### src/mem_bus_pkg.sv
// Host memory bus formats

package mem_bus_pkg;

    // ==================================================
    // Data lines
    // ==================================================

    // Width of one cache line moved on the host bus
    localparam int LINE_BITS = 64;

    typedef logic [LINE_BITS-1:0] t_line;

    // Line addresses count lines, not bytes
    localparam int LINE_ADDR_BITS = 32;

    typedef logic [LINE_ADDR_BITS-1:0] t_line_addr;

    // ==================================================
    // Request metadata
    // ==================================================

    // The metadata tag is echoed unchanged by the host on read responses
    localparam int MDATA_BITS = 16;

    typedef logic [MDATA_BITS-1:0] t_mdata;

    // Reserved tag bit owned by the page table walker.
    // AFU reads must leave it clear so responses can be steered by it alone
    localparam int MDATA_PT_BIT = 15;

    // ==================================================
    // Multi-beat packets
    // ==================================================

    // A write packet carries up to this many lines
    localparam int MAX_BEATS = 4;

    localparam int BEAT_BITS = $clog2(MAX_BEATS);

    // Holds either a beat number inside a packet or a length minus one
    typedef logic [BEAT_BITS-1:0] t_beat;

endpackage
### src/write_heap_pkg.sv
// Write heap sizing and payload

package write_heap_pkg;

    import mem_bus_pkg::*;

    // Number of logical slots handed out for write data
    localparam int HEAP_SLOTS = 8;

    localparam int HEAP_SLOT_BITS = $clog2(HEAP_SLOTS);

    typedef logic [HEAP_SLOT_BITS-1:0] t_heap_slot;

    // Each slot reserves room for a full multi-beat packet
    localparam int HEAP_LINES = HEAP_SLOTS * MAX_BEATS;

    localparam int HEAP_ADDR_BITS = $clog2(HEAP_LINES);

    // Heap address is the slot in the high bits and the beat in the low bits
    typedef logic [HEAP_ADDR_BITS-1:0] t_heap_addr;

    // The data word of a write request.
    // Upstream it is a line, here only the slot number in its low bits matters
    typedef union packed {
        t_line line;
        struct packed {
            logic [LINE_BITS-HEAP_SLOT_BITS-1:0] pad;
            t_heap_slot slot;
        } slot_view;
    } t_wr_payload;

endpackage

### src/edge_fiu.sv
// Host side memory edge

`timescale 1ns/1ps

module edge_fiu
    import mem_bus_pkg::*;
    import write_heap_pkg::*;
(
    input  logic        clk,
    input  logic        reset,

    // ==================================================
    // Read path
    // ==================================================

    input  logic        afu_rd_valid,
    output logic        afu_rd_ready,
    input  t_line_addr  afu_rd_addr,
    input  t_mdata      afu_rd_mdata,

    input  logic        pt_rd_valid,
    output logic        pt_rd_ready,
    input  t_line_addr  pt_rd_addr,

    output logic        fiu_rd_valid,
    input  logic        fiu_rd_ready,
    output t_line_addr  fiu_rd_addr,
    output t_mdata      fiu_rd_mdata,

    input  logic        fiu_rsp_valid,
    input  t_mdata      fiu_rsp_mdata,
    input  t_line       fiu_rsp_data,

    output logic        afu_rsp_valid,
    output t_mdata      afu_rsp_mdata,
    output t_line       afu_rsp_data,

    output logic        pt_rsp_valid,
    output t_line       pt_rsp_data,

    // ==================================================
    // Write path
    // ==================================================

    input  logic        heap_wr_en,
    input  t_heap_slot  heap_wr_slot,
    input  t_beat       heap_wr_beat,
    input  t_line       heap_wr_data,

    input  logic        afu_wr_valid,
    output logic        afu_wr_ready,
    input  t_line_addr  afu_wr_addr,
    input  t_beat       afu_wr_len,
    input  t_wr_payload afu_wr_payload,

    output logic        fiu_wr_valid,
    input  logic        fiu_wr_ready,
    output t_line_addr  fiu_wr_addr,
    output logic        fiu_wr_sop,
    output t_line       fiu_wr_data,

    output logic        heap_free_valid,
    output t_heap_slot  heap_free_slot
);

    // Heap read port between the sequencer and the RAM
    logic       heap_rd_en;
    t_heap_addr heap_rd_addr;
    t_line      heap_rd_data;

    read_channel read_channel_i (
        .clk, .reset,
        .afu_rd_valid, .afu_rd_ready, .afu_rd_addr, .afu_rd_mdata,
        .pt_rd_valid, .pt_rd_ready, .pt_rd_addr,
        .fiu_rd_valid, .fiu_rd_ready, .fiu_rd_addr, .fiu_rd_mdata,
        .fiu_rsp_valid, .fiu_rsp_mdata, .fiu_rsp_data,
        .afu_rsp_valid, .afu_rsp_mdata, .afu_rsp_data,
        .pt_rsp_valid, .pt_rsp_data
    );

    write_heap write_heap_i (
        .clk, .reset,
        .wr_en(heap_wr_en),
        .wr_slot(heap_wr_slot),
        .wr_beat(heap_wr_beat),
        .wr_data(heap_wr_data),
        .rd_en(heap_rd_en),
        .rd_addr(heap_rd_addr),
        .rd_data(heap_rd_data)
    );

    write_beat_sequencer write_beat_sequencer_i (
        .clk, .reset,
        .afu_wr_valid, .afu_wr_ready, .afu_wr_addr, .afu_wr_len, .afu_wr_payload,
        .fiu_wr_valid, .fiu_wr_ready, .fiu_wr_addr, .fiu_wr_sop, .fiu_wr_data,
        .heap_rd_en, .heap_rd_addr, .heap_rd_data,
        .heap_free_valid, .heap_free_slot
    );

endmodule

### src/write_beat_sequencer.sv
// Write beat sequencer

`timescale 1ns/1ps

module write_beat_sequencer
    import mem_bus_pkg::*;
    import write_heap_pkg::*;
(
    input  logic        clk,
    input  logic        reset,

    // Write requests whose data word names the heap slot
    input  logic        afu_wr_valid,
    output logic        afu_wr_ready,
    input  t_line_addr  afu_wr_addr,
    input  t_beat       afu_wr_len,
    input  t_wr_payload afu_wr_payload,

    // One flit per beat toward the host
    output logic        fiu_wr_valid,
    input  logic        fiu_wr_ready,
    output t_line_addr  fiu_wr_addr,
    output logic        fiu_wr_sop,
    output t_line       fiu_wr_data,

    // Heap read port
    output logic        heap_rd_en,
    output t_heap_addr  heap_rd_addr,
    input  t_line       heap_rd_data,

    // Slot release once the last beat is on its way
    output logic        heap_free_valid,
    output t_heap_slot  heap_free_slot
);

    // ==================================================
    // Pipeline control
    // ==================================================

    logic advance;
    logic accept;

    // Stage 1 walks the beats of the current packet
    logic       stg1_valid;
    t_line_addr stg1_addr;
    t_heap_slot stg1_slot;
    t_beat      stg1_beat;
    t_beat      stg1_rem;
    logic       stg1_done;

    // Stages 2 and 3 carry finished flit headers
    logic       stg2_valid;
    t_line_addr stg2_addr;
    logic       stg2_sop;
    logic       stg3_valid;
    t_line_addr stg3_addr;
    logic       stg3_sop;

    // The whole pipeline moves together, unless the host holds stage 3
    assign advance = fiu_wr_ready || !stg3_valid;

    // Last beat of the packet is the one in stage 1 now
    assign stg1_done = (stg1_rem == '0);

    // A new packet may start only once the current one has issued its last beat
    assign afu_wr_ready = advance && (!stg1_valid || stg1_done);
    assign accept = afu_wr_valid && afu_wr_ready;

    // ==================================================
    // Stage 1 beat counting and heap addressing
    // ==================================================

    always_ff @(posedge clk)
    begin
        if (advance)
        begin
            if (accept)
            begin
                stg1_valid <= 1'b1;
                stg1_addr <= afu_wr_addr;
                stg1_slot <= afu_wr_payload.slot_view.slot;
                stg1_beat <= '0;
                stg1_rem <= afu_wr_len;
            end
            else if (stg1_valid && !stg1_done)
            begin
                // Middle of a multi-beat packet
                stg1_beat <= stg1_beat + 1'b1;
                stg1_rem <= stg1_rem - 1'b1;
            end
            else
            begin
                stg1_valid <= 1'b0;
            end
        end

        if (reset)
        begin
            stg1_valid <= 1'b0;
            stg1_beat <= '0;
            stg1_rem <= '0;
        end
    end

    // The heap read starts here, two stages ahead of the data it returns
    assign heap_rd_en = advance;
    assign heap_rd_addr = {stg1_slot, stg1_beat};

    // ==================================================
    // Stages 2 and 3
    // ==================================================

    always_ff @(posedge clk)
    begin
        if (advance)
        begin
            stg2_valid <= stg1_valid;
            // SOP belongs to the first beat only
            stg2_sop <= (stg1_beat == '0);
            // The base address is aligned, so the beat just fills the low bits
            stg2_addr <= {stg1_addr[LINE_ADDR_BITS-1:BEAT_BITS],
                          stg1_addr[BEAT_BITS-1:0] | stg1_beat};

            stg3_valid <= stg2_valid;
            stg3_sop <= stg2_sop;
            stg3_addr <= stg2_addr;
        end

        // Free the slot once its last beat has moved into stage 2
        heap_free_valid <= advance && stg1_valid && stg1_done;
        heap_free_slot <= stg1_slot;

        if (reset)
        begin
            stg2_valid <= 1'b0;
            stg3_valid <= 1'b0;
            heap_free_valid <= 1'b0;
        end
    end

    // Stage 3 meets the heap data
    assign fiu_wr_valid = stg3_valid;
    assign fiu_wr_addr = stg3_addr;
    assign fiu_wr_sop = stg3_sop;
    assign fiu_wr_data = heap_rd_data;

    // Multi-beat writes must start on a boundary of their own size
    wr_addr_aligned: assert property (@(posedge clk) disable iff (reset)
        afu_wr_valid |-> ((afu_wr_addr[BEAT_BITS-1:0] & afu_wr_len) == '0));

endmodule

### src/write_heap.sv
// Write data heap RAM

`timescale 1ns/1ps

module write_heap
    import mem_bus_pkg::*;
    import write_heap_pkg::*;
(
    input  logic       clk,
    input  logic       reset,

    // Write port, fed directly by the AFU side
    input  logic       wr_en,
    input  t_heap_slot wr_slot,
    input  t_beat      wr_beat,
    input  t_line      wr_data,

    // Read port, stepped by the beat sequencer pipeline
    input  logic       rd_en,
    input  t_heap_addr rd_addr,
    output t_line      rd_data
);

    t_line mem [HEAP_LINES];

    // Write port registers
    logic       wr_en_q;
    t_heap_addr wr_addr_q;
    t_line      wr_data_q;

    // Read port registers
    t_heap_addr rd_addr_q;
    t_line      rd_data_q;

    // Incoming writes are registered first, so a line lands one cycle late
    always_ff @(posedge clk)
    begin
        wr_en_q <= wr_en;
        wr_addr_q <= {wr_slot, wr_beat};
        wr_data_q <= wr_data;

        if (wr_en_q)
        begin
            mem[wr_addr_q] <= wr_data_q;
        end

        if (reset)
        begin
            wr_en_q <= 1'b0;
        end
    end

    // Both read stages hold while the sequencer is stalled.
    // The data then stays lined up with the request sitting in stage 3
    always_ff @(posedge clk)
    begin
        if (rd_en)
        begin
            rd_addr_q <= rd_addr;
            rd_data_q <= mem[rd_addr_q];
        end
    end

    assign rd_data = rd_data_q;

endmodule

### src/read_channel.sv
// Shared read channel

`timescale 1ns/1ps

module read_channel
    import mem_bus_pkg::*;
(
    input  logic       clk,
    input  logic       reset,

    // Read requests from the AFU
    input  logic       afu_rd_valid,
    output logic       afu_rd_ready,
    input  t_line_addr afu_rd_addr,
    input  t_mdata     afu_rd_mdata,

    // Read requests from the page table walker
    input  logic       pt_rd_valid,
    output logic       pt_rd_ready,
    input  t_line_addr pt_rd_addr,

    // Shared read request bus toward the host
    output logic       fiu_rd_valid,
    input  logic       fiu_rd_ready,
    output t_line_addr fiu_rd_addr,
    output t_mdata     fiu_rd_mdata,

    // Read responses from the host
    input  logic       fiu_rsp_valid,
    input  t_mdata     fiu_rsp_mdata,
    input  t_line      fiu_rsp_data,

    // Steered responses
    output logic       afu_rsp_valid,
    output t_mdata     afu_rsp_mdata,
    output t_line      afu_rsp_data,
    output logic       pt_rsp_valid,
    output t_line      pt_rsp_data
);

    // ==================================================
    // Walker request holder
    // ==================================================

    logic       pt_held;
    logic       pt_held_next;
    t_line_addr pt_addr;
    t_mdata     pt_tag;

    // A held request stays until the host bus takes it
    assign pt_held_next = (pt_held && !fiu_rd_ready) || (pt_rd_valid && pt_rd_ready);

    always_ff @(posedge clk)
    begin
        if (reset)
        begin
            pt_held <= 1'b0;
            // Ready stays low through reset and rises once the holder is known empty
            pt_rd_ready <= 1'b0;
        end
        else
        begin
            pt_held <= pt_held_next;
            pt_rd_ready <= !pt_held_next;
        end

        if (pt_rd_valid && pt_rd_ready)
        begin
            pt_addr <= pt_rd_addr;
        end
    end

    // Walker reads carry nothing in the tag but the reserved bit
    always_comb
    begin
        pt_tag = '0;
        pt_tag[MDATA_PT_BIT] = 1'b1;
    end

    // ==================================================
    // Arbitration, walker first
    // ==================================================

    assign fiu_rd_valid = pt_held || afu_rd_valid;
    assign fiu_rd_addr = pt_held ? pt_addr : afu_rd_addr;
    assign fiu_rd_mdata = pt_held ? pt_tag : afu_rd_mdata;

    // The AFU only moves when the walker has nothing waiting
    assign afu_rd_ready = !pt_held && fiu_rd_ready;

    // ==================================================
    // Response routing
    // ==================================================

    // Responses are split by the echoed reserved bit in the same cycle
    assign pt_rsp_valid = fiu_rsp_valid && fiu_rsp_mdata[MDATA_PT_BIT];
    assign pt_rsp_data = fiu_rsp_data;

    assign afu_rsp_valid = fiu_rsp_valid && !fiu_rsp_mdata[MDATA_PT_BIT];
    assign afu_rsp_mdata = fiu_rsp_mdata;
    assign afu_rsp_data = fiu_rsp_data;

    // The AFU must never claim the walker's tag bit, or its responses go astray
    afu_tag_free: assert property (@(posedge clk) disable iff (reset)
        afu_rd_valid |-> !afu_rd_mdata[MDATA_PT_BIT]);

endmodule

### config.mk
export PLATFORM = sky130hd
export DESIGN_NAME = edge_fiu
export DESIGN_NICKNAME = d
export VERILOG_FILES = /design/src/mem_bus_pkg.sv /design/src/write_heap_pkg.sv /design/src/edge_fiu.sv /design/src/write_beat_sequencer.sv /design/src/write_heap.sv /design/src/read_channel.sv
export SDC_FILE = /design/constraint.sdc
export NUM_CORES = 2
export LEC_CHECK = 0
export ABC_AREA = 1
export BUFFER_PORTS_ARGS = -buffer_cell sky130_fd_sc_hd__buf_2
export CAP_MARGIN = 20
export CORE_UTILIZATION = 50
export CTS_BUF_LIST = sky130_fd_sc_hd__clkbuf_4
export DETAILED_ROUTE_END_ITERATION = 16
export GPL_ROUTABILITY_DRIVEN = 0
export PLACE_DENSITY = 0.8
export SETUP_SLACK_MARGIN = 0.05
export SYNTH_ARGS = -nofsm -noshare
export SYNTH_HDL_FRONTEND = slang
export SYNTH_SLANG_ARGS = --single-unit
### constraint.sdc
create_clock -name clk -period 10.8 [get_ports clk]
set_clock_uncertainty 0.15 [all_clocks]
set_input_delay 2.16 -clock clk [delete_from_list [all_inputs] [get_ports clk]]
set_output_delay 2.16 -clock clk [all_outputs]
set_load 0.01 [all_outputs]
# == After elaboration in Yosys (flattened, before gate mapping) ==
# Memories as Yosys holds them, arrays and structs flattened. A register that Yosys moved wholly into a read port is not among the register bits.
# Index checks and enable logic that the tools add are counted.
# totals
reg_bits,221
latch_bits,0
ramBits,2048
mem_bits_ro,0
inputBits,336
output_inout_bits,300
word_cells,62
mem_count,1
# memory_table
name,depth,width,read_ports,rd_clocked_by_memory_dff,wr,line,rtl
write_heap_i.mem,32,64,1,1,1,write_heap.sv:24,t_line mem [HEAP_LINES];
# classes
addsub,2
mul,0
n_div,0
order_cmp,0
eq_ne,1
shifts,0
n_mux,10
bitwise_logic,1
n_reduce_logical,27
# ops
cell,n
32-bit two-way mux,1
16-bit two-way mux,1
1-bit logical AND,10
2-bit two-way mux,4
1-bit logical NOT,7
2-bit AND reduction,3
2-bit logical NOT,2
1-bit logical OR,4
1-bit two-way mux,4
2-bit by 1-bit adder with 2-bit output (second input constant),1
2-bit by 1-bit != test with 1-bit output (second input constant),1
2-bit bitwise OR,1
2-bit nonzero test,1
2-bit by 1-bit subtractor with 2-bit output (second input constant),1

# == Logic depth before layout (Yosys ltp) ==
# depth
depth_word,6
depth_mapped,12
depth_no_buf,12

# == By module ==
# A second synthesis with hierarchy kept.
# unflattened
cells_unflattened,7396
area_unflattened_um2,91895.6
# by_module_without_submodules
module,n_inst,cells_each,area_per_inst_um2,seq_area_each_um2
write_heap,1,6842,85221.7,64972.3
write_beat_sequencer,1,226,3980.1,3253.1
read_channel,1,328,2693.8,1001.0

# == Worst setup path before layout ==
# Ideal clock, no wire load.
# synth_path
path_type,in2out
from,input fiu_wr_ready
to,output afu_wr_ready
t_arrival_ps,5338
required_ps,8490
path_slack_ps,3152
cell_stages,4
n_path_buf,0
cell_sequence,nor2_1 -> inv_1 -> nand2_1 -> inv_1
# synth_via
elab_chain_len,2
# synth_lines
item,line,rtl
start: declaration,edge_fiu.sv:57,"input logic fiu_wr_ready,"
1-bit logical OR,write_beat_sequencer.sv:60,assign advance = fiu_wr_ready || !stg3_valid;
named net heap_rd_en,edge_fiu.sv:67,logic heap_rd_en;
1-bit logical AND,write_beat_sequencer.sv:66,assign afu_wr_ready = advance && (!stg1_valid || stg1_done);
end: declaration,edge_fiu.sv:51,"output logic afu_wr_ready,"
# The timed path passes the listed nets, and every way through them passes these cells.

# == Worst setup path in the final report ==
# Ends and elaborated chain as after synthesis.

==> summary.txt <==
Final HPWL DP: 121,000 µm
Relative slew slack: 0.182
Area share of the largest cell type after synthesis: 0.739
Crit end category: output port
Post-synth net total: 7,667
Post-DRT Antenna Nets: 0
Setup TNS: 0 ps
GRT Overall Usage: 0.259
Post-cts repair resize count: 0
Non-filler cells, final: 10.6k
Vias per cell: 5.78
Layout cells sized above 1: 0.170
Min Clock Period, post-route: 5720 ps
CTS Hold Bufs: 0
Placed Cells: 9,550
FFs w/ async S/R, synth: 0
Area Growth Syn to Fin: 10.8%
Total global routing overflow: 0
Tot Pwr: 18.8 mW
Count leader, synth: nand2_1
Core area: 181,000 µm²
Sequential area share after synthesis: 0.757
CTS tree: yes
CP arrival: 3410 ps
Top cells by area, synth: edfxtp_1 (74%), nand2_1 (10%), nand3_1 (9.9%), dfxtp_1 (1.8%), buf_2 (1.4%)
Final hold viol count: 0
Synth Cell Area: 91,400 µm²
Final instance area: 101,000 µm²
Mean post-synth cell area: 12.5 µm²
Status: completed
Num rows: 156
Vias in the first global route: 59.6k
Max Cap Violations: 0
Initial antenna violation count: 27
Worst vdd ir: 0.144 mV
Drt wl/cell: 23.2 µm
Final period util: 0.530
Global-route wire length before repair: 357,000 µm
Worst-Skew Late Latency: 1410 ps
Most used cell along the critical path: buf_2
Die width: 430 µm
Worst-Margin Slew: 1230 ps
Setup bufs post-CTS: 0
Maximum fanout along the worst path: 97
Layout fillers: 14.0k
Largest net degree at the start of global routing: 238
Slew Limit Fails: 0
Critical-path top delay cell: nor2_1
DP Area: 93,900 µm²
Area leader, netlist: edfxtp_1
Via count: 61.1k
Max clock buf depth: 4
H-tree levels: 6
Synth cell count leaders: nand2_1 (2,482), edfxtp_1 (2,250), nand3_1 (1,804)
PwrDens: 186 nW/µm²
Routed wire length: 245,000 µm
Final Net Count: 8,119
Ys flop type: edfxtp_1
Drt pass-1 iters: 6
Critical Path RT: 8490 ps
Startpoint Class: primary input
Drt drc: 0
RSZ-0062 raised after global routing: no
WHS: 195 ps
Fin util: 0.559
Io pins: 636
Initial DRC Count: 9,050
Crit path cell chain: buf_2, nor2_1, inv_8, nand2_1, inv_1, buf_2
EDFF count, synth: 2,250
FF+latch count, synth: 2,333
CTS Sinks: 2,333
Slack of the critical path: 5080 ps
Warning count from the yosys run: 0
Syn Inst Count: 7,329
Hold Crit Class: flop to flop
Die area: 185,000 µm²
Pre-CTS setup slack: 5050 ps
Clk slew on worst S/H paths: 80 ps
Leak: 37.3 nW
Critical path class: primary input to output port
Starting Density: 0.505
# setup viols final: 0
Critical path's largest stage delay: 370 ps
Synth unique cells: 20
Max Fclk: 175 MHz
Die height: 430 µm
Clk root buf: clkbuf_4
PortBufs: 352
CTS buffer count: 592
[power breakdown]
part / leakage [nW] / switching, mW / internal [mW]
clock network: 4.36 / 3.43 / 3.85
registers: 21.2 / 0.149 / 10.1
logic: 11.8 / 0.913 / 0.365
total: 37.3 / 4.50 / 14.3
[path summary, 6_finish.rpt]
path | startpoint | end | slack (ps) | cells after the start
hold / removal | write_beat_sequencer_i.stg2_addr[13] | write_beat_sequencer_i.fiu_wr_addr[13] | 200 | 0
hold reg to reg | write_beat_sequencer_i.stg2_addr[13] | write_beat_sequencer_i.fiu_wr_addr[13] | 200 | 0
setup reg to reg | write_heap_i.rd_addr_q[0] | write_heap_i.rd_data[47] | 5820 | 10
setup / recovery | fiu_wr_ready | afu_wr_ready | 5080 | 6
[state kept, by name (all words and copies together) (netlist names), 2 cells and up]
register                               cells
write_heap_i.rd_addr_q                     5
write_heap_i.mem                        2048
read_channel_i.pt_addr                    32
write_beat_sequencer_i.heap_free_slot      3
write_beat_sequencer_i.stg1_slot           3
write_heap_i.wr_data_q                    64
write_heap_i.rd_data                      64
write_beat_sequencer_i.fiu_wr_addr        32
write_beat_sequencer_i.stg2_addr          32
write_beat_sequencer_i.stg1_beat           2
write_heap_i.wr_addr_q                     5
write_beat_sequencer_i.stg1_rem            2
write_beat_sequencer_i.stg1_addr          32
[kinds of logic (layout without fill, tap and decap cells)]
kind of cell / after synthesis / count (layout) / share of synthesized area
AND/OR/NAND/NOR: 4348 / 4348 / 0.203
other: 0 / 17 / 0
buffers and inverters: 637 / 1496 / 0.0388
AO/OA/AOI/OAI: 9 / 9 / 0.000520
adder cells (fa/ha/maj): 2 / 2 / 0.000274
flip-flops: 2333 / 2333 / 0.757
[per-layer routing]
layer,vias to the layer above,part of all wire,global-route usage
li1,27021,-,-
met1,28624,0.34,0.322
met2,4562,0.47,0.404
met3,906,0.13,0.0645
met4,14,0.061,0.168
met5,-,0.00036,0
[layout by cell type (no fill, tap or decap), drive strengths merged]
master	instances
nor2	56
nand2	2482
dfxtp	83
clkinvlp	1
o21ai	1
nor3	1
edfxtp	2250
inv	61
ha	2
or2	4
clkinv	109
buf	450
a211oi	1
nand3b	1
nand3	1804
bufinv	8
diode	17
clkbuf	867
a21oi	7
[final cells by class]
cell class / instances / area (µm²) / area share
diodes: 17 / 42.5 / 0.000420
clock buffers: 867 / 6510 / 0.0642
clock inverters: 134 / 729 / 0.00720
inverters: 45 / 215 / 0.00212
multi-input cells: 4359 / 18900 / 0.187
flip-flops and latches: 2333 / 69200 / 0.683
well taps: 2370 / 2970 / 0.0293
repair buffers: 450 / 2730 / 0.0269
[worst max-delay path: cells and delay by family]
family	cells	cell delay [ps]
AND/OR/NAND/NOR	2	580
buffers and inverters	4	660
No activity file was read; power rests on OpenSTA's default activity.
